`src/verilog/hci_pkg.sv`:
```
/* HCI shared definitions: register map, queue geometry, queue indices and the
   CPU and controller-side signal bundles */
`default_nettype none

package hci_pkg;

  // CPU bus geometry
  localparam int unsigned DataWidth = 32;
  localparam int unsigned AddrWidth = 5;

  // One command is two dwords written back to back
  localparam int unsigned CmdWidth = 2 * DataWidth;

  // Queue geometry, shared by all four queues
  localparam int unsigned QueueDepth = 8;
  localparam int unsigned LevelWidth = $clog2(QueueDepth + 1);  // Holds 0 to QueueDepth
  localparam int unsigned PtrWidth   = $clog2(QueueDepth);
  localparam int unsigned ThldWidth  = $clog2(QueueDepth);      // Thresholds stop at depth - 1
  localparam int unsigned NumQueues  = 4;

  // Register map, byte offsets
  localparam logic [AddrWidth-1:0] RegResetCtrl   = 5'h00;  // Bit per queue, self-clearing
  localparam logic [AddrWidth-1:0] RegQueueThld   = 5'h04;  // Cmd in 7:0, response in 15:8
  localparam logic [AddrWidth-1:0] RegDataThld    = 5'h08;  // RX in 2:0, TX in 10:8
  localparam logic [AddrWidth-1:0] RegCmdPort     = 5'h0C;
  localparam logic [AddrWidth-1:0] RegXferPort    = 5'h10;  // Write pushes TX, read pops RX
  localparam logic [AddrWidth-1:0] RegRespPort    = 5'h14;
  localparam logic [AddrWidth-1:0] RegQueueStatus = 5'h18;  // Empty in 3:0, threshold in 7:4

  // Queue index, also the bit order of reset control and status
  typedef enum logic [1:0] {
    QCmd  = 2'd0,
    QRx   = 2'd1,
    QTx   = 2'd2,
    QResp = 2'd3
  } queue_idx_e;

  // CPU request, held for a single cycle
  typedef struct packed {
    logic                 req;
    logic                 is_wr;
    logic [AddrWidth-1:0] addr;
    logic [DataWidth-1:0] wdata;
  } cpu_req_t;

  // CPU response, exactly one cycle after the request
  typedef struct packed {
    logic                 rd_ack;
    logic                 wr_ack;
    logic                 err;
    logic [DataWidth-1:0] rdata;
  } cpu_rsp_t;

  // Head of the command or TX queue as seen by the controller
  typedef struct packed {
    logic                valid;
    logic [CmdWidth-1:0] data;
  } ctrl_pop_t;

  // RX data or response pushed by the controller
  typedef struct packed {
    logic                 push;
    logic [DataWidth-1:0] data;
  } ctrl_push_t;

endpackage

`default_nettype wire

```
`src/verilog/hci_cmd_assembler.sv`:
```
/* HCI command assembler: joins two COMMAND_PORT dwords into one 64-bit
   command and pushes it to the command queue */
`timescale 1ns/1ps
`default_nettype none

module hci_cmd_assembler
  import hci_pkg::*;
(
  input  logic                 clk_i,
  input  logic                 rst_ni,
  input  logic                 flush_i,
  input  logic                 dword_i,
  input  logic [DataWidth-1:0] dword_data_i,
  output logic                 push_o,
  output logic [CmdWidth-1:0]  cmd_o
);

  logic                 half_q;  // First dword already held
  logic [DataWidth-1:0] low_q;

  always_ff @(posedge clk_i or negedge rst_ni) begin
    if (!rst_ni) begin
      half_q <= 1'b0;
      push_o <= 1'b0;
    end else begin
      push_o <= dword_i & half_q & ~flush_i;
      if (flush_i) begin
        half_q <= 1'b0;  // Drop a half-done command
      end else if (dword_i) begin
        half_q <= ~half_q;
      end
    end
  end

  // First dword goes to the low half
  always_ff @(posedge clk_i) begin
    if (dword_i && !half_q) begin
      low_q <= dword_data_i;
    end
    if (dword_i && half_q) begin
      cmd_o <= {dword_data_i, low_q};
    end
  end

endmodule

`default_nettype wire

```
`src/verilog/hci_csr.sv`:
```
/* HCI register block: decodes CPU accesses, keeps queue reset control and
   thresholds, reports status and routes the PIO ports to the queues */
`timescale 1ns/1ps
`default_nettype none

module hci_csr
  import hci_pkg::*;
(
  input  logic                                 clk_i,
  input  logic                                 rst_ni,
  input  cpu_req_t                             cpu_req_i,
  output cpu_rsp_t                             cpu_rsp_o,
  input  logic [NumQueues-1:0]                 q_empty_i,
  input  logic [NumQueues-1:0]                 q_full_i,
  input  logic [NumQueues-1:0][LevelWidth-1:0] q_level_i,
  input  logic [NumQueues-1:0][CmdWidth-1:0]   q_head_i,
  output logic [NumQueues-1:0]                 q_push_o,
  output logic [NumQueues-1:0][DataWidth-1:0]  q_wdata_o,
  output logic [NumQueues-1:0]                 q_pop_o,
  output logic [NumQueues-1:0]                 q_flush_o,
  output logic                                 cmd_dword_o,
  output logic [DataWidth-1:0]                 cmd_dword_data_o,
  input  logic                                 cmd_full_i
);

  logic                                rd_req;
  logic                                wr_req;
  logic [NumQueues-1:0]                rst_bits_q;
  logic [NumQueues-1:0]                rst_set;
  logic [NumQueues-1:0][ThldWidth-1:0] thld_q;
  logic [NumQueues-1:0]                thld_hit;
  logic                                qthld_we;
  logic                                dthld_we;
  logic                                err_d;
  logic [DataWidth-1:0]                rdata_d;
  logic [DataWidth-1:0]                wdata_q;
  logic                                tx_push_d;
  logic                                tx_push_q;
  logic                                dword_d;
  logic                                dword_d2_q;  // Strobe now inside the assembler
  logic [LevelWidth:0]                 tx_fill;
  logic [LevelWidth:0]                 cmd_fill;
  logic                                tx_room;
  logic                                cmd_room;

  function automatic logic [ThldWidth-1:0] clamp_thld(logic [7:0] value);
    if (value > 8'(QueueDepth - 1)) begin
      return ThldWidth'(QueueDepth - 1);
    end
    return value[ThldWidth-1:0];
  endfunction

  assign rd_req = cpu_req_i.req & ~cpu_req_i.is_wr;
  assign wr_req = cpu_req_i.req & cpu_req_i.is_wr;

  // Room checks count pushes still in flight toward the queue
  assign tx_fill  = {1'b0, q_level_i[QTx]} + {{LevelWidth{1'b0}}, tx_push_q};
  assign cmd_fill = {1'b0, q_level_i[QCmd]} + {{LevelWidth{1'b0}}, cmd_dword_o}
                  + {{LevelWidth{1'b0}}, dword_d2_q};  // Counts first dwords too
  assign tx_room  = ~q_full_i[QTx] & (tx_fill < {1'b0, LevelWidth'(QueueDepth)});
  assign cmd_room = ~cmd_full_i & (cmd_fill < {1'b0, LevelWidth'(QueueDepth)});

  // Free entries for the outbound queues, occupancy for the inbound ones
  always_comb begin
    thld_hit[QCmd]  = (LevelWidth'(QueueDepth) - q_level_i[QCmd]) >= LevelWidth'(thld_q[QCmd]);
    thld_hit[QTx]   = (LevelWidth'(QueueDepth) - q_level_i[QTx]) >= LevelWidth'(thld_q[QTx]);
    thld_hit[QRx]   = q_level_i[QRx] >= LevelWidth'(thld_q[QRx]);
    thld_hit[QResp] = q_level_i[QResp] >= LevelWidth'(thld_q[QResp]);
  end

  always_comb begin
    rdata_d   = '0;
    err_d     = 1'b0;
    rst_set   = '0;
    qthld_we  = 1'b0;
    dthld_we  = 1'b0;
    tx_push_d = 1'b0;
    dword_d   = 1'b0;
    q_pop_o   = '0;
    if (cpu_req_i.req) begin
      case (cpu_req_i.addr)
        RegResetCtrl: begin
          if (cpu_req_i.is_wr) begin
            rst_set = cpu_req_i.wdata[NumQueues-1:0];  // Zeros have no effect
          end else begin
            rdata_d = DataWidth'(rst_bits_q);
          end
        end
        RegQueueThld: begin
          if (cpu_req_i.is_wr) begin
            qthld_we = 1'b1;
          end else begin
            rdata_d[7:0]  = 8'(thld_q[QCmd]);
            rdata_d[15:8] = 8'(thld_q[QResp]);
          end
        end
        RegDataThld: begin
          if (cpu_req_i.is_wr) begin
            dthld_we = 1'b1;
          end else begin
            rdata_d[ThldWidth-1:0] = thld_q[QRx];
            rdata_d[8+:ThldWidth]  = thld_q[QTx];
          end
        end
        RegCmdPort: begin
          // Write-only port
          if (cpu_req_i.is_wr && !rst_bits_q[QCmd] && cmd_room) begin
            dword_d = 1'b1;
          end else begin
            err_d = 1'b1;
          end
        end
        RegXferPort: begin
          if (cpu_req_i.is_wr) begin
            if (!rst_bits_q[QTx] && tx_room) begin
              tx_push_d = 1'b1;
            end else begin
              err_d = 1'b1;  // Dropped, no stall
            end
          end else if (q_empty_i[QRx]) begin
            err_d = 1'b1;
          end else begin
            q_pop_o[QRx] = 1'b1;
            rdata_d      = q_head_i[QRx][DataWidth-1:0];
          end
        end
        RegRespPort: begin
          if (cpu_req_i.is_wr || q_empty_i[QResp]) begin
            err_d = 1'b1;
          end else begin
            q_pop_o[QResp] = 1'b1;
            rdata_d        = q_head_i[QResp][DataWidth-1:0];
          end
        end
        RegQueueStatus: begin
          if (cpu_req_i.is_wr) begin
            err_d = 1'b1;  // Read-only
          end else begin
            rdata_d = DataWidth'({thld_hit, q_empty_i});
          end
        end
        default: err_d = 1'b1;
      endcase
    end
  end

  always_ff @(posedge clk_i or negedge rst_ni) begin
    if (!rst_ni) begin
      cpu_rsp_o   <= '0;
      tx_push_q   <= 1'b0;
      cmd_dword_o <= 1'b0;
      dword_d2_q  <= 1'b0;
      rst_bits_q  <= '0;
    end else begin
      cpu_rsp_o.rd_ack <= rd_req;
      cpu_rsp_o.wr_ack <= wr_req;
      cpu_rsp_o.err    <= err_d;
      cpu_rsp_o.rdata  <= rdata_d;
      tx_push_q        <= tx_push_d;
      cmd_dword_o      <= dword_d;
      dword_d2_q       <= cmd_dword_o;
      // A set bit drops the cycle after its queue reports empty
      rst_bits_q <= (rst_bits_q & ~q_empty_i) | rst_set;
    end
  end

  always_ff @(posedge clk_i or negedge rst_ni) begin
    if (!rst_ni) begin
      thld_q <= {NumQueues{ThldWidth'(1)}};
    end else begin
      if (qthld_we) begin
        thld_q[QCmd]  <= clamp_thld(cpu_req_i.wdata[7:0]);
        thld_q[QResp] <= clamp_thld(cpu_req_i.wdata[15:8]);
      end
      if (dthld_we) begin
        thld_q[QRx] <= clamp_thld(8'(cpu_req_i.wdata[2:0]));
        thld_q[QTx] <= clamp_thld(8'(cpu_req_i.wdata[10:8]));
      end
    end
  end

  always_ff @(posedge clk_i) begin
    if (wr_req) begin
      wdata_q <= cpu_req_i.wdata;
    end
  end

  // Only the TX queue is pushed from the CPU side
  always_comb begin
    q_push_o      = '0;
    q_push_o[QTx] = tx_push_q;
  end

  assign q_wdata_o        = {NumQueues{wdata_q}};
  assign q_flush_o        = rst_bits_q;
  assign cmd_dword_data_o = wdata_q;

  assert property (@(posedge clk_i) disable iff (!rst_ni)
    (cpu_rsp_o.rd_ack || cpu_rsp_o.wr_ack) |-> $past(cpu_req_i.req))
    else $error("ack without request");

endmodule

`default_nettype wire

```
`src/verilog/hci_queue.sv`:
```
/* HCI queue: synchronous circular FIFO with flush and occupancy level */
`timescale 1ns/1ps
`default_nettype none

module hci_queue
  import hci_pkg::*;
#(
  parameter int unsigned Width = DataWidth
) (
  input  logic                  clk_i,
  input  logic                  rst_ni,
  input  logic                  flush_i,
  input  logic                  push_i,
  input  logic [Width-1:0]      wdata_i,
  input  logic                  pop_i,
  output logic [Width-1:0]      rdata_o,
  output logic                  empty_o,
  output logic                  full_o,
  output logic [LevelWidth-1:0] level_o
);

  logic [Width-1:0]      mem_q [QueueDepth];
  logic [PtrWidth-1:0]   wr_ptr_q;
  logic [PtrWidth-1:0]   rd_ptr_q;
  logic [LevelWidth-1:0] level_q;
  logic                  do_push;
  logic                  do_pop;

  assign empty_o = (level_q == '0);
  assign full_o  = (level_q == LevelWidth'(QueueDepth));
  assign level_o = level_q;
  assign rdata_o = mem_q[rd_ptr_q];  // Head is visible without a pop

  // Overflow and underflow are silently ignored
  assign do_push = push_i & ~full_o;
  assign do_pop  = pop_i & ~empty_o;

  always_ff @(posedge clk_i or negedge rst_ni) begin
    if (!rst_ni) begin
      wr_ptr_q <= '0;
      rd_ptr_q <= '0;
      level_q  <= '0;
    end else if (flush_i) begin
      // Flush wins over a push or pop in the same cycle
      wr_ptr_q <= '0;
      rd_ptr_q <= '0;
      level_q  <= '0;
    end else begin
      if (do_push) begin
        wr_ptr_q <= wr_ptr_q + 1'b1;  // Depth is a power of two, pointers wrap
      end
      if (do_pop) begin
        rd_ptr_q <= rd_ptr_q + 1'b1;
      end
      level_q <= level_q + LevelWidth'(do_push) - LevelWidth'(do_pop);
    end
  end

  always_ff @(posedge clk_i) begin
    if (do_push && !flush_i) begin
      mem_q[wr_ptr_q] <= wdata_i;
    end
  end

  // The producers are expected to watch full and empty themselves
  assert property (@(posedge clk_i) disable iff (!rst_ni)
    push_i && !flush_i |-> !full_o)
    else $error("push into full queue");

  assert property (@(posedge clk_i) disable iff (!rst_ni)
    pop_i && !flush_i |-> !empty_o)
    else $error("pop from empty queue");

endmodule

`default_nettype wire

```
`src/verilog/hci_top.sv`:
```
/* HCI top: register block, command assembler and the four queues, with the
   controller side exported as plain strobes */
`timescale 1ns/1ps
`default_nettype none

module hci_top
  import hci_pkg::*;
(
  input  logic       clk_i,
  input  logic       rst_ni,
  input  cpu_req_t   cpu_req_i,
  output cpu_rsp_t   cpu_rsp_o,
  input  logic       cmd_pop_i,
  output ctrl_pop_t  cmd_o,
  input  logic       tx_pop_i,
  output ctrl_pop_t  tx_o,
  input  ctrl_push_t rx_i,
  output logic       rx_full_o,
  input  ctrl_push_t resp_i,
  output logic       resp_full_o
);

  logic [NumQueues-1:0]                 q_empty;
  logic [NumQueues-1:0]                 q_full;
  logic [NumQueues-1:0][LevelWidth-1:0] q_level;
  logic [NumQueues-1:0][CmdWidth-1:0]   q_head;
  logic [NumQueues-1:0]                 q_flush;
  logic [NumQueues-1:0]                 q_push;
  logic [NumQueues-1:0]                 q_pop;
  logic [NumQueues-1:0][CmdWidth-1:0]   q_wdata;
  logic [NumQueues-1:0]                 csr_push;
  logic [NumQueues-1:0][DataWidth-1:0]  csr_wdata;
  logic [NumQueues-1:0]                 csr_pop;
  logic                                 cmd_dword;
  logic [DataWidth-1:0]                 cmd_dword_data;
  logic                                 asm_push;
  logic [CmdWidth-1:0]                  asm_cmd;

  hci_csr u_csr (
    .clk_i,
    .rst_ni,
    .cpu_req_i,
    .cpu_rsp_o,
    .q_empty_i        (q_empty),
    .q_full_i         (q_full),
    .q_level_i        (q_level),
    .q_head_i         (q_head),
    .q_push_o         (csr_push),
    .q_wdata_o        (csr_wdata),
    .q_pop_o          (csr_pop),
    .q_flush_o        (q_flush),
    .cmd_dword_o      (cmd_dword),
    .cmd_dword_data_o (cmd_dword_data),
    .cmd_full_i       (q_full[QCmd])
  );

  hci_cmd_assembler u_cmd_asm (
    .clk_i,
    .rst_ni,
    .flush_i      (q_flush[QCmd]),  // Command reset also drops a half command
    .dword_i      (cmd_dword),
    .dword_data_i (cmd_dword_data),
    .push_o       (asm_push),
    .cmd_o        (asm_cmd)
  );

  // Push sources
  assign q_push[QCmd]   = asm_push;
  assign q_push[QRx]    = rx_i.push;
  assign q_push[QTx]    = csr_push[QTx];
  assign q_push[QResp]  = resp_i.push;
  assign q_wdata[QCmd]  = asm_cmd;
  assign q_wdata[QRx]   = CmdWidth'(rx_i.data);
  assign q_wdata[QTx]   = CmdWidth'(csr_wdata[QTx]);
  assign q_wdata[QResp] = CmdWidth'(resp_i.data);

  // Pop sources
  assign q_pop[QCmd]  = cmd_pop_i;
  assign q_pop[QRx]   = csr_pop[QRx];
  assign q_pop[QTx]   = tx_pop_i;
  assign q_pop[QResp] = csr_pop[QResp];

  for (genvar i = 0; i < NumQueues; i++) begin : g_queue
    localparam int unsigned QWidth = (i == int'(QCmd)) ? CmdWidth : DataWidth;

    logic [QWidth-1:0] head;

    hci_queue #(
      .Width (QWidth)
    ) u_queue (
      .clk_i,
      .rst_ni,
      .flush_i (q_flush[i]),
      .push_i  (q_push[i]),
      .wdata_i (q_wdata[i][QWidth-1:0]),
      .pop_i   (q_pop[i]),
      .rdata_o (head),
      .empty_o (q_empty[i]),
      .full_o  (q_full[i]),
      .level_o (q_level[i])
    );

    assign q_head[i] = CmdWidth'(head);  // Data queues zero-extended
  end

  assign cmd_o.valid = ~q_empty[QCmd];
  assign cmd_o.data  = q_head[QCmd];
  assign tx_o.valid  = ~q_empty[QTx];
  assign tx_o.data   = q_head[QTx];
  assign rx_full_o   = q_full[QRx];
  assign resp_full_o = q_full[QResp];

endmodule

`default_nettype wire
```
`config.mk`:
```
export PLATFORM = sky130hd
export DESIGN_NAME = hci_top
export DESIGN_NICKNAME = d
export VERILOG_FILES = /design/src/verilog/hci_pkg.sv /design/src/verilog/hci_cmd_assembler.sv /design/src/verilog/hci_csr.sv /design/src/verilog/hci_queue.sv /design/src/verilog/hci_top.sv
export SDC_FILE = /design/constraint.sdc
export NUM_CORES = 1
export LEC_CHECK = 0
export ABC_AREA = 1
export BUFFER_PORTS_ARGS = -buffer_cell sky130_fd_sc_hd__buf_2
export CELL_PAD_IN_SITES_DETAIL_PLACEMENT = 1
export CELL_PAD_IN_SITES_GLOBAL_PLACEMENT = 2
export CORE_MARGIN = 8
export CORE_UTILIZATION = 46
export DETAILED_ROUTE_END_ITERATION = 7
export PLACE_DENSITY = 0.82
export SLEW_MARGIN = 10
export SYNTH_ARGS = -nofsm -noshare
export SYNTH_HDL_FRONTEND = slang
export SYNTH_SLANG_ARGS = --single-unit
```
`constraint.sdc`:
```
create_clock -name clk_i -period 6.5 [get_ports clk_i]
set_input_delay 1.3 -clock clk_i [delete_from_list [all_inputs] [get_ports clk_i]]
set_output_delay 1.3 -clock clk_i [all_outputs]
set_load 0.02 [all_outputs]
```
After elaboration in Yosys (flattened, before gate mapping)
Memories as Yosys holds them, arrays and structs flattened.
Index checks and enable logic that the tools add are counted.
{"block": "classes", "n_mux": 81, "addsub": 21, "eq_ne": 10, "magnitude_cmp": 8, "bitwise_logic": 28, "n_reduce_logical": 30}
{"cell": "two-way mux 32 bit", "count": 4}
{"cell": "two-way mux 3 bit", "count": 22}
{"cell": "one-hot mux 16 bit (4 select lines)", "count": 1}
{"cell": "one-hot mux 5 bit (5 select lines)", "count": 2}
{"cell": "two-way mux 1 bit", "count": 39}
{"cell": "one-hot mux 3 bit (6 select lines)", "count": 2}
{"cell": "two-way mux 4 bit", "count": 8}
{"cell": "adder 3 x 1 -> 3 bit, second input constant", "count": 8}
{"cell": "nonzero test 2 bit", "count": 9}
{"cell": "adder 4 x 1 -> 4 bit", "count": 4}
{"cell": "equality test 4 bit, second input constant", "count": 4}
{"cell": ">= comparator 4 x 3 -> 1 bit", "count": 4}
{"cell": "greater-than comparator 8 x 3 -> 1 bit, second input constant", "count": 2}
{"cell": "logical NOT 4 bit", "count": 4}
{"cell": "subtractor 4 x 1 -> 4 bit", "count": 4}
{"cell": "equality test 5 bit, second input constant", "count": 3}
{"cell": "bitwise AND 1 bit", "count": 14}
{"cell": "two-way mux 11 bit", "count": 1}
{"cell": "inverter 1 bit", "count": 11}
{"cell": "adder 4 x 1 -> 5 bit", "count": 2}
{"cell": "equality test 5 x 4 -> 1 bit, second input constant", "count": 2}
{"cell": "less-than comparator 5 x 4 -> 1 bit, second input constant", "count": 2}
{"cell": "logical AND 1 bit", "count": 9}
{"cell": "two-way mux 8 bit", "count": 1}
{"cell": "11 further kinds", "count": 16}
{"block": "word_totals", "mem_bits_rw": 1280, "n_memories": 4, "ff_bits": 224, "inputBits": 109, "out_inout_bits": 167}
{"memory": "g_queue[0].u_queue.mem_q", "depth": 8, "width": 64, "read_ports": 1, "rd_clocked_by_memory_dff": 0, "wr": 1, "line_no": "hci_queue.sv:22", "source": "logic [Width-1:0] mem_q [QueueDepth];"}
{"memory": "g_queue[1].u_queue.mem_q", "depth": 8, "width": 32, "read_ports": 1, "rd_clocked_by_memory_dff": 0, "wr": 1, "line_no": "hci_queue.sv:22"}
{"memory": "g_queue[2].u_queue.mem_q", "depth": 8, "width": 32, "read_ports": 1, "rd_clocked_by_memory_dff": 0, "wr": 1, "line_no": "hci_queue.sv:22"}
{"memory": "g_queue[3].u_queue.mem_q", "depth": 8, "width": 32, "read_ports": 1, "rd_clocked_by_memory_dff": 0, "wr": 1, "line_no": "hci_queue.sv:22"}

Longest topological paths before layout
Gate-level depths: netlist of the first run.
{"block": "depth", "ltp_word": 8, "depth_mapped": 14, "ltp_nobuf": 13}

By module
A second synthesis of the first run with hierarchy kept.
{"block": "hier_totals", "hier_cells": 6619, "area_unflattened_um2": 66690.2}
{"module": "hci_queue (g_queue[1].u_queue ...)", "seq_area_each_um2": 7937.6, "instances": 3, "cells_per_inst": 1198, "area_each_um2": 11765.0}
{"module": "hci_queue (g_queue[0].u_queue)", "seq_area_each_um2": 15625.0, "instances": 1, "cells_per_inst": 2305, "area_each_um2": 23080.9}
{"module": "hci_csr", "seq_area_each_um2": 2317.2, "instances": 1, "cells_per_inst": 578, "area_each_um2": 5091.1}
{"module": "hci_cmd_assembler", "seq_area_each_um2": 2932.8, "instances": 1, "cells_per_inst": 107, "area_each_um2": 2971.6}
{"module": "hci_top", "seq_area_each_um2": 0.0, "instances": 1, "cells_per_inst": 35, "area_each_um2": 251.5}

Least setup slack after synthesis of the first run
No wires, ideal clock.
{"block": "synth_timing", "path_type": "reg-to-reg", "from": "register g_queue[0].u_queue.level_q[1]", "to": "memory g_queue[0].u_queue.mem_q[0][0] (netlist bit) (enable)", "stages_incl_launch_ff": 8, "required_ns": 6.014, "arrival_time_ns": 3.804, "period_less_slack_ns": 4.291, "path_slack_ns": 2.209, "cell_sequence": "dfrtp_1 > inv_1 > ha_1 > nand2_1 > nand2_1 > nor2_1 > nand2_1 > nor2_1"}
{"block": "synth_between", "elab_chain_len": 6}
{"item": "from (decl)", "line_no": "hci_queue.sv:25", "source": "logic [LevelWidth-1:0] level_q;"}
{"item": "from (signal assigned)", "line_no": "hci_queue.sv:55", "source": "level_q <= level_q + LevelWidth'(do_push) - LevelWidth'(do_pop);"}
{"item": "equality test 4 bit", "line_no": "hci_queue.sv:30", "source": "assign full_o = (level_q == LevelWidth'(QueueDepth));"}
{"item": "inverter 1 bit", "line_no": "hci_queue.sv:35", "source": "assign do_push = push_i & ~full_o;"}
{"item": "bitwise AND 1 bit", "line_no": "hci_queue.sv:35"}
{"item": "logical AND 1 bit", "line_no": "hci_queue.sv:60", "source": "if (do_push && !flush_i) begin"}
{"item": "two-way mux 1 bit", "line_no": "hci_queue.sv:60"}
{"item": "two-way mux 1 bit (implied by the code)", "line_no": "hci_queue.sv:61", "source": "mem_q[wr_ptr_q] <= wdata_i;"}
{"item": "to (decl)", "line_no": "hci_queue.sv:22"}
Every way passes these cells.

==> key figures, run 1 <==
Floorplan
  – Core ar.: 0.129 mm^2
  – Die ar.: 0.141 mm^2
  – Initial core utilization: 0.462
  – I/O Pins: 276
  – Die Span Y: approximately 380 um
  – Die width: between 300 and 400 um
  – Rows: 132

Hold path
  – Hold crit path type: reg2reg

Clock network
  – Clock Root Buffer: clkbuf_16
  – CTS Hold Buffers Added: 0
  – Clock Latency Late Sink: 0.78 ns
  – Total CTS buffers: 156
  – TritonCTS clock tree: yes
  – Clk slew on worst S/H paths: 0.06 ns
  – H-Tree Depth: 4
  – CTS max path bufs: 3
  – Clk sink count: about 1500
  – Setup Buffers After CTS: 0
  – Post-cts resize count: 0

Worst setup path
  – Worst setup startpoint: g_queue[0].u_queue.rd_ptr_q[0]
  – R2R Path Start: g_queue[1].u_queue.rd_ptr_q[1]
  – R2R Path End: u_csr.cpu_rsp_o[5]
  – Crit path launch type: flop
  – Reg2reg setup slack: 3.06 ns
  – Crit Path Category: reg2out
  – CP Capture Point: cmd_o[36]
  – Largest fanout on the critical path: 221
  – CP Data Arrival Time: 4.02 ns
  – R2r worst-path depth: 10
  – CP Capture Type: output port
  – CP Data Required Time: about 5.2 ns

GRT
  – Global-route wire length before repair: 244 mm
  – Overall Global Routing Usage: 0.229
  – Via count of the first global-routing pass: just under 40000
  – Initial antenna violation count: 33
  – Largest net degree at the start of global routing: 222
  – Total congestion overflow: 0

Yosys
  – Mapped cell area: 0.0596 mm^2
  – Post-synthesis xor/xnor area fraction: 0.000441
  – Compound-gate portion of the synthesized area: 0.0763
  – Largest family of logic cells by synthesized area: simple AND/OR/NAND/NOR gates
  – Synth Register Bits: 1504
  – Synth Area in Adders: 0.0125
  – Sequential area share after synthesis: 0.750
  – Fraction of registers with async set or reset after synthesis: 0.0638
  – Ys flop type: edfxtp_1
  – Post-synth EDFFs: 1408
  – Syn Inst Count: 4658
  – Syn_area_per_cell: ~13 um^2
  – Mux cell area share after synthesis: 0
  – Distinct cell type count after synthesis: 46
  – Post-synthesis simple-gate area fraction: 0.121
  – Synth warnings: 0

Timing
  – Slew @ Worst Pin: 1.13 ns
  – Tcrit/Tclk final: 0.819
  – Total negative slack: 0 ns
  – Final count of negative-setup-slack endpoints: 0
  – Clock Skew: 0.0252 ns
  – Worst hold slack: around 0.42 ns
  – Relative max-transition margin: 0.245
  – Tmin final: 5.32 ns
  – Max Slew Vio Count: 0
  – Fmax: 188 MHz
  – Final Hold Viols: 0
  – RSZ-0062 raised after global routing: false

Drt
  – WL/cell: 24.4 um
  – Drt pass-1 iters: 7
  – Drt via density: between 5 and 6
  – Via count: between 30000 and 40000
  – Initial drt markers: ~3300
  – Drt total wl: 165 mm
  – Drt drc: 0
  – Antenna-violating nets left: 0

Power and ir drop
  – Leak: ~25 nW
  – Final Total Pwr: 28.1 mW
  – Switching Share: 0.344
  – Clock power share: 0.318
  – Maximum vdd drop: 0.327 mV
  – Power Density: 416 mW/mm^2
  – Gate power share: 0.262
  – Switching power: 9.67 mW
  – P_int: ~18 mW
  – Seq pwr share: 0.420

Status
  – Status: finished clean

Placement
  – IO Port Bufs: 243
  – Dpl hpwl: 94.4 mm
  – Final Wtd Congestion: 0.782
  – Placed cells: 6446

Layout
  – Layout fillers: ~13000
  – Synthesis-to-finish area growth: 13.5%
  – Final Net Count: 5028
  – Finished Layout Cells: 6752
  – Share of cells above drive strength 1: 0.122

Job
  – Maxcap violations: 0
-- worst min path at each step --
stage | depth (start not counted) | endpoint | start | slack, ns
2_1_floorplan | 0 | u_cmd_asm.cmd_o[0] | u_cmd_asm.low_q[0] | 0.40
3_3_place_gp | 0 | u_cmd_asm.cmd_o[12] | u_cmd_asm.low_q[12] | 0.40
3_5_place_dp | 0 | u_cmd_asm.cmd_o[2] | u_cmd_asm.low_q[2] | 0.41
4_1_cts | 0 | u_cmd_asm.cmd_o[9] | u_cmd_asm.low_q[9] | 0.42
5_1_grt | 0 | u_cmd_asm.cmd_o[20] | u_cmd_asm.low_q[20] | 0.43
6_report | 0 | u_cmd_asm.cmd_o[2] | u_cmd_asm.low_q[2] | 0.42
-- flip-flops by register name, summed over array words and instances (netlist names) --
register and flops:
u_cmd_asm.half_q 1, u_csr.tx_push_q 1, u_cmd_asm.low_q 32, u_cmd_asm.cmd_o 64
g_queue.u_queue.rd_ptr_q 12, u_csr.thld_q 12, g_queue.u_queue.wr_ptr_q 12, g_queue.u_queue.mem_q 1280
u_csr.cmd_dword_data_o 32, u_csr.cpu_rsp_o 35, u_cmd_asm.push_o 1, u_csr.dword_d2_q 1
g_queue.u_queue.level_o 16, u_csr.q_flush_o 4, u_csr.cmd_dword_o 1
-- logic make-up (layout without fill, tap and decap cells) --
family / Yosys count / after routing
adder cells (fa/ha/maj): 57 / 57
other: 1 / 49
flip-flops: 1504 / 1504
AO/OA/AOI/OAI: 722 / 722
XOR/XNOR: 3 / 3
AND/OR/NAND/NOR: 1833 / 1833
buffers and inverters: 538 / 842
-- cell usage in the layout (no fill, tap or decap), types with 14 or more instances in the layout --
master / instances
edfxtp_1: 1408
nor2_1: 842
nand2_1: 769
o21ai_0: 395
buf_2: 242
inv_1: 236
o32ai_1: 195
nand3_1: 162
clkbuf_16: 161
dfrtp_1: 83
buf_4: 59
ha_1: 53
o22ai_1: 47
clkinv_2: 38
nor2_4: 37
clkinv_1: 32
conb_1: 32
a21oi_1: 27
clkbuf_1: 27
o211ai_1: 19
diode_2: 17
o221ai_1: 15
bufinv_16: 14
-- cell usage after synthesis, drive strengths merged, types with 6 or more instances --
cell type,number,share of area
nor2,883,0.057
o22ai,47,0.0049
nor3,7,0.00086
o21ai,402,0.034
o32ai,195,0.029
a21oi,27,0.0023
clkbuf,131,0.0083
o221ai,15,0.0022
inv,247,0.016
o211ai,19,0.0024
dfrtp,92,0.039
edfxtp,1408,0.71
nand3,163,0.014
a31oi,7,0.00074
ha,53,0.011
o21a,6,0.00076
buf,157,0.016
nand2,771,0.049
-- critical path, stage by stage, from the launching register on --
cell and delay, ns:
dfrtp_4 1.02, clkinv_8 0.85, buf_4 0.58, nor2_1 0.19, o32ai_1 0.10, nand2_1 0.08, nand2_1 0.12, buf_2 0.19
-- area by class of cell --
type | count | area (um^2) | area share
clock buffers | 193 | 4200 | 0.0621
repair buffers | 303 | 1690 | 0.0251
multi-input cells | 2647 | 12900 | 0.191
inverters | 250 | 955 | 0.0141
diodes | 17 | 42.5 | 0.000629
well taps | 1742 | 2180 | 0.0322
clock inverters | 96 | 931 | 0.0138
flip-flops and latches | 1504 | 44700 | 0.661
-- stage by stage --
step / setup slack (ns) / instance area (um^2) / util
floorplan: 2.21 / 59700 / -
global placement: 2.02 / 62400 / 0.484
detailed placement: 1.93 / 62400 / 0.484
CTS: 1.04 / 67600 / 0.524
global route: 0.837 / 67600 / 0.524
finish: 1.18 / 67600 / 0.524
-- per-layer routing --
layer / share of wire / track usage / wire [um]
met3: 0.066 / 0.0456 / 10800
met2: 0.47 / 0.366 / 77200
met4: 0.029 / 0.0797 / 4790
met5: 0.00051 / 0 / 84
met1: 0.44 / 0.315 / 71800
-- power groups by stage --
stage / Combinational (mW) / Clock, mW / Sequential [mW]
2_1_floorplan: 5.15 / 0 / 11.6
6_report: 7.38 / 8.94 / 11.8
4_1_cts: 7.48 / 9.09 / 11.8
3_5_place_dp: 7.39 / 0 / 12.0
3_3_place_gp: 7.19 / 0 / 12.0
5_1_grt: 8.17 / 9.40 / 11.9
(Power assumes the default switching activity.)
==> run 2, diff against run 1 <==
Settings changed: CORE_UTILIZATION 46 to 43, PLACE_DENSITY 0.82 to 0.77.
Clock period 6.5 ns to 5 ns, I/O delays scaled along.
==> run 2 against run 1 <==
Final cell count up 1.1%. Die area increased by 6.7%. Combinational power is 31% higher. Total power increased by 30%. Critical path type unchanged. Clock power increased by 30%. Clock skew is 0.0034 ns lower. Critical path depth down 1. Global-route usage shrank 1.6 points. Register-to-register slack worse by 1.4 ns. Utilization is 3.0 points lower. Sequential power increased by 30%.
==> key figures, run 2 (synthesis results as in run 1) <==
Status
  – Status: finished clean

Timing
  – Tcrit/Tclk final: 0.851
  – RSZ-0062 raised after global routing: false
  – Fin worst setup slack: 0.747 ns (-0.433 ns)
  – Slew @ Worst Pin: 1.24 ns (+0.106 ns)
  – Clock Skew: 0.0219 ns (-0.00338 ns)
  – Final count of negative-setup-slack endpoints: 0 (unchanged)
  – Relative max-transition margin: 0.175 (-0.0707)
  – Total negative slack: 0 ns (unchanged)
  – Fmax: 235 MHz
  – Max Slew Vio Count: 0 (unchanged)
  – Tmin final: 4.25 ns
  – Final Hold Viols: 0 (unchanged)
  – Worst hold slack: 0.223 ns (-0.192 ns)

Clock network
  – Total CTS buffers: 159 (+1.9%)
  – H-Tree Depth: 4 (unchanged)
  – TritonCTS clock tree: yes
  – Post-cts resize count: 0 (unchanged)
  – CTS max path bufs: 3 (unchanged)
  – CTS Hold Buffers Added: 0 (unchanged)
  – Clk slew on worst S/H paths: 0.06 ns (about the same)
  – Clock Root Buffer: clkbuf_16
  – Clock Latency Late Sink: 0.79 ns (about the same)
  – Clk sink count: 1504 (unchanged)
  – Setup Buffers After CTS: 0 (unchanged)

Placement
  – Final Wtd Congestion: 0.787 (+0.65%)
  – Placed cells: 6512 (+1.0%)
  – Pre-CTS setup slack: 1.55 ns (-0.387 ns)
  – Placed Area: 0.0628 mm^2 (+0.52%)
  – IO Port Bufs: 243 (unchanged)
  – Dpl hpwl: 97.2 mm (+2.9%)

Layout
  – Largest register by flop count: g_queue.u_queue.mem_q
  – Share of cells above drive strength 1: 0.121 (-0.000884)
  – Biggest regs: g_queue.u_queue.mem_q (1280), u_cmd_asm.cmd_o (64), u_csr.cpu_rsp_o (35)
  – Finished Layout Cells: 6827 (+1.1%)
  – Max reg flops: 1280 (unchanged)
  – Register Area: 0.0447 mm^2 (about the same)
  – Design area: 0.0679 mm^2 (+0.45%)
  – Multi-input gate area: 0.0129 mm^2 (unchanged)
  – Commonest non-fill, non-tap cell in the layout: edfxtp_1
  – Layout fillers: 14000 (+7.9%)
  – Final core utilization: 0.494 (-0.0302)
  – Most frequent cells in the layout: edfxtp_1 (1408), nor2_1 (842), nand2_1 (769)
  – Final Net Count: 5045 (+0.34%)
  – Synthesis-to-finish area growth: 14.0%

Drt
  – Drt pass-1 iters: 5 (-2)
  – Initial drt markers: 2947 (-11%)
  – Drt via density: 5.46 (-1.6%)
  – Drt total wl: 164 mm (-0.13%)
  – Drt drc: 0 (unchanged)
  – Antenna-violating nets left: 0 (unchanged)
  – WL/cell: 24.1 um (-1.2%)
  – Via count: 37300 (-0.52%)

Floorplan
  – Die width: 388 um (+3.3%)
  – I/O Pins: 276 (unchanged)
  – Initial core utilization: 0.433 (-0.0286)
  – Die Span Y: 388 um (+3.3%)
  – Rows: 136 (+3.0%)
  – Die ar.: 0.151 mm^2 (+6.7%)
  – Core ar.: 0.137 mm^2 (+6.6%)

Power and ir drop
  – Power Density: 537 mW/mm^2 (+29%)
  – Maximum vdd drop: 0.567 mV (+73%)
  – Final Total Pwr: 36.5 mW (+30%)
  – Leak: 24.7 nW (+0.36%)

GRT
  – Global-route wire length before repair: 243 mm (-0.42%)
  – Via count of the first global-routing pass: 38100 (-2.2%)
  – Initial antenna violation count: 37 (+12%)
  – Overall Global Routing Usage: 0.213 (-0.0162)
  – Total congestion overflow: 0 (unchanged)
  – Largest net degree at the start of global routing: 258 (+16%)

Hold path
  – Hold crit path type: in2async

Worst setup path
  – CP Data Arrival Time: 3.25 ns (-0.77 ns)
  – Kind of cell adding the most delay to the critical path: buffers and inverters
  – CP Capture Type: output port
  – Cell Chain, Critical Path: buf_12, o21ai_0, o32ai_1, nand2_1, nand2_1, buf_2
  – CP Data Required Time: 4.00 ns (-1.20 ns)
  – Critical path's slowest cell: buf_12
  – Top cell by count, worst path: nand2_1
  – Largest fanout on the critical path: 257 (+16%)
  – Crit path buf inv count: 2 (-1)
  – Crit path launch type: flop
  – Largest stage delay, worst path: 0.68 ns (-0.34 ns)
  – Crit Path Category: reg2out

Job
  – Maxcap violations: 0 (unchanged)
[run 2: cell count changes in the layout (fill, tap and decap cells not counted), sizes merged]
cell      delta
diode        +3
buf         +14
bufinv       -4
clkinv       -8
clkinvlp     -2
inv          -2
clkbuf      +22
[run 2: layer usage]
layer | wire, um | track usage
met4 | 4700 | 0.0677
met1 | 73800 | 0.298
met3 | 10400 | 0.0471
met5 | 83 | 0
met2 | 75500 | 0.333
[run 2: layout make-up]
class                      count  share of cell area
multi-input combinational   2647               0.190
clock inverter                80              0.0106
clock buffer                 215              0.0646
inverter                     250              0.0140
timing repair buffer         317              0.0289
sequential                  1504               0.658
tap                         1794              0.0331
antenna                       20            0.000737
[run 2: path summary, 6_finish.rpt]
path / startpoint / endpoint / slack [ns] / depth (start not counted)
max: g_queue[0].u_queue.rd_ptr_q[0] / cmd_o[0] / 0.75 / 6
min: rst_ni / u_csr.cpu_rsp_o[13] / 0.22 / 1
max reg2reg: g_queue[3].u_queue.rd_ptr_q[0] / u_csr.cpu_rsp_o[16] / 1.63 / 6
min reg2reg: u_cmd_asm.low_q[3] / u_cmd_asm.cmd_o[3] / 0.42 / 0
max in group asynchronous: rst_ni / u_csr.thld_q[3] / 3.79 / 2
min in group clk_i: cpu_req_i[26] / u_csr.cmd_dword_data_o[26] / 0.39 / 1
[run 2: power by group]
group	total, mW	internal, mW	switching, mW
Sequential	15.3	14.5	0.734
Clock	11.6	6.69	4.86
Combinational	9.67	2.80	6.87
Total	36.5	24.0	12.5
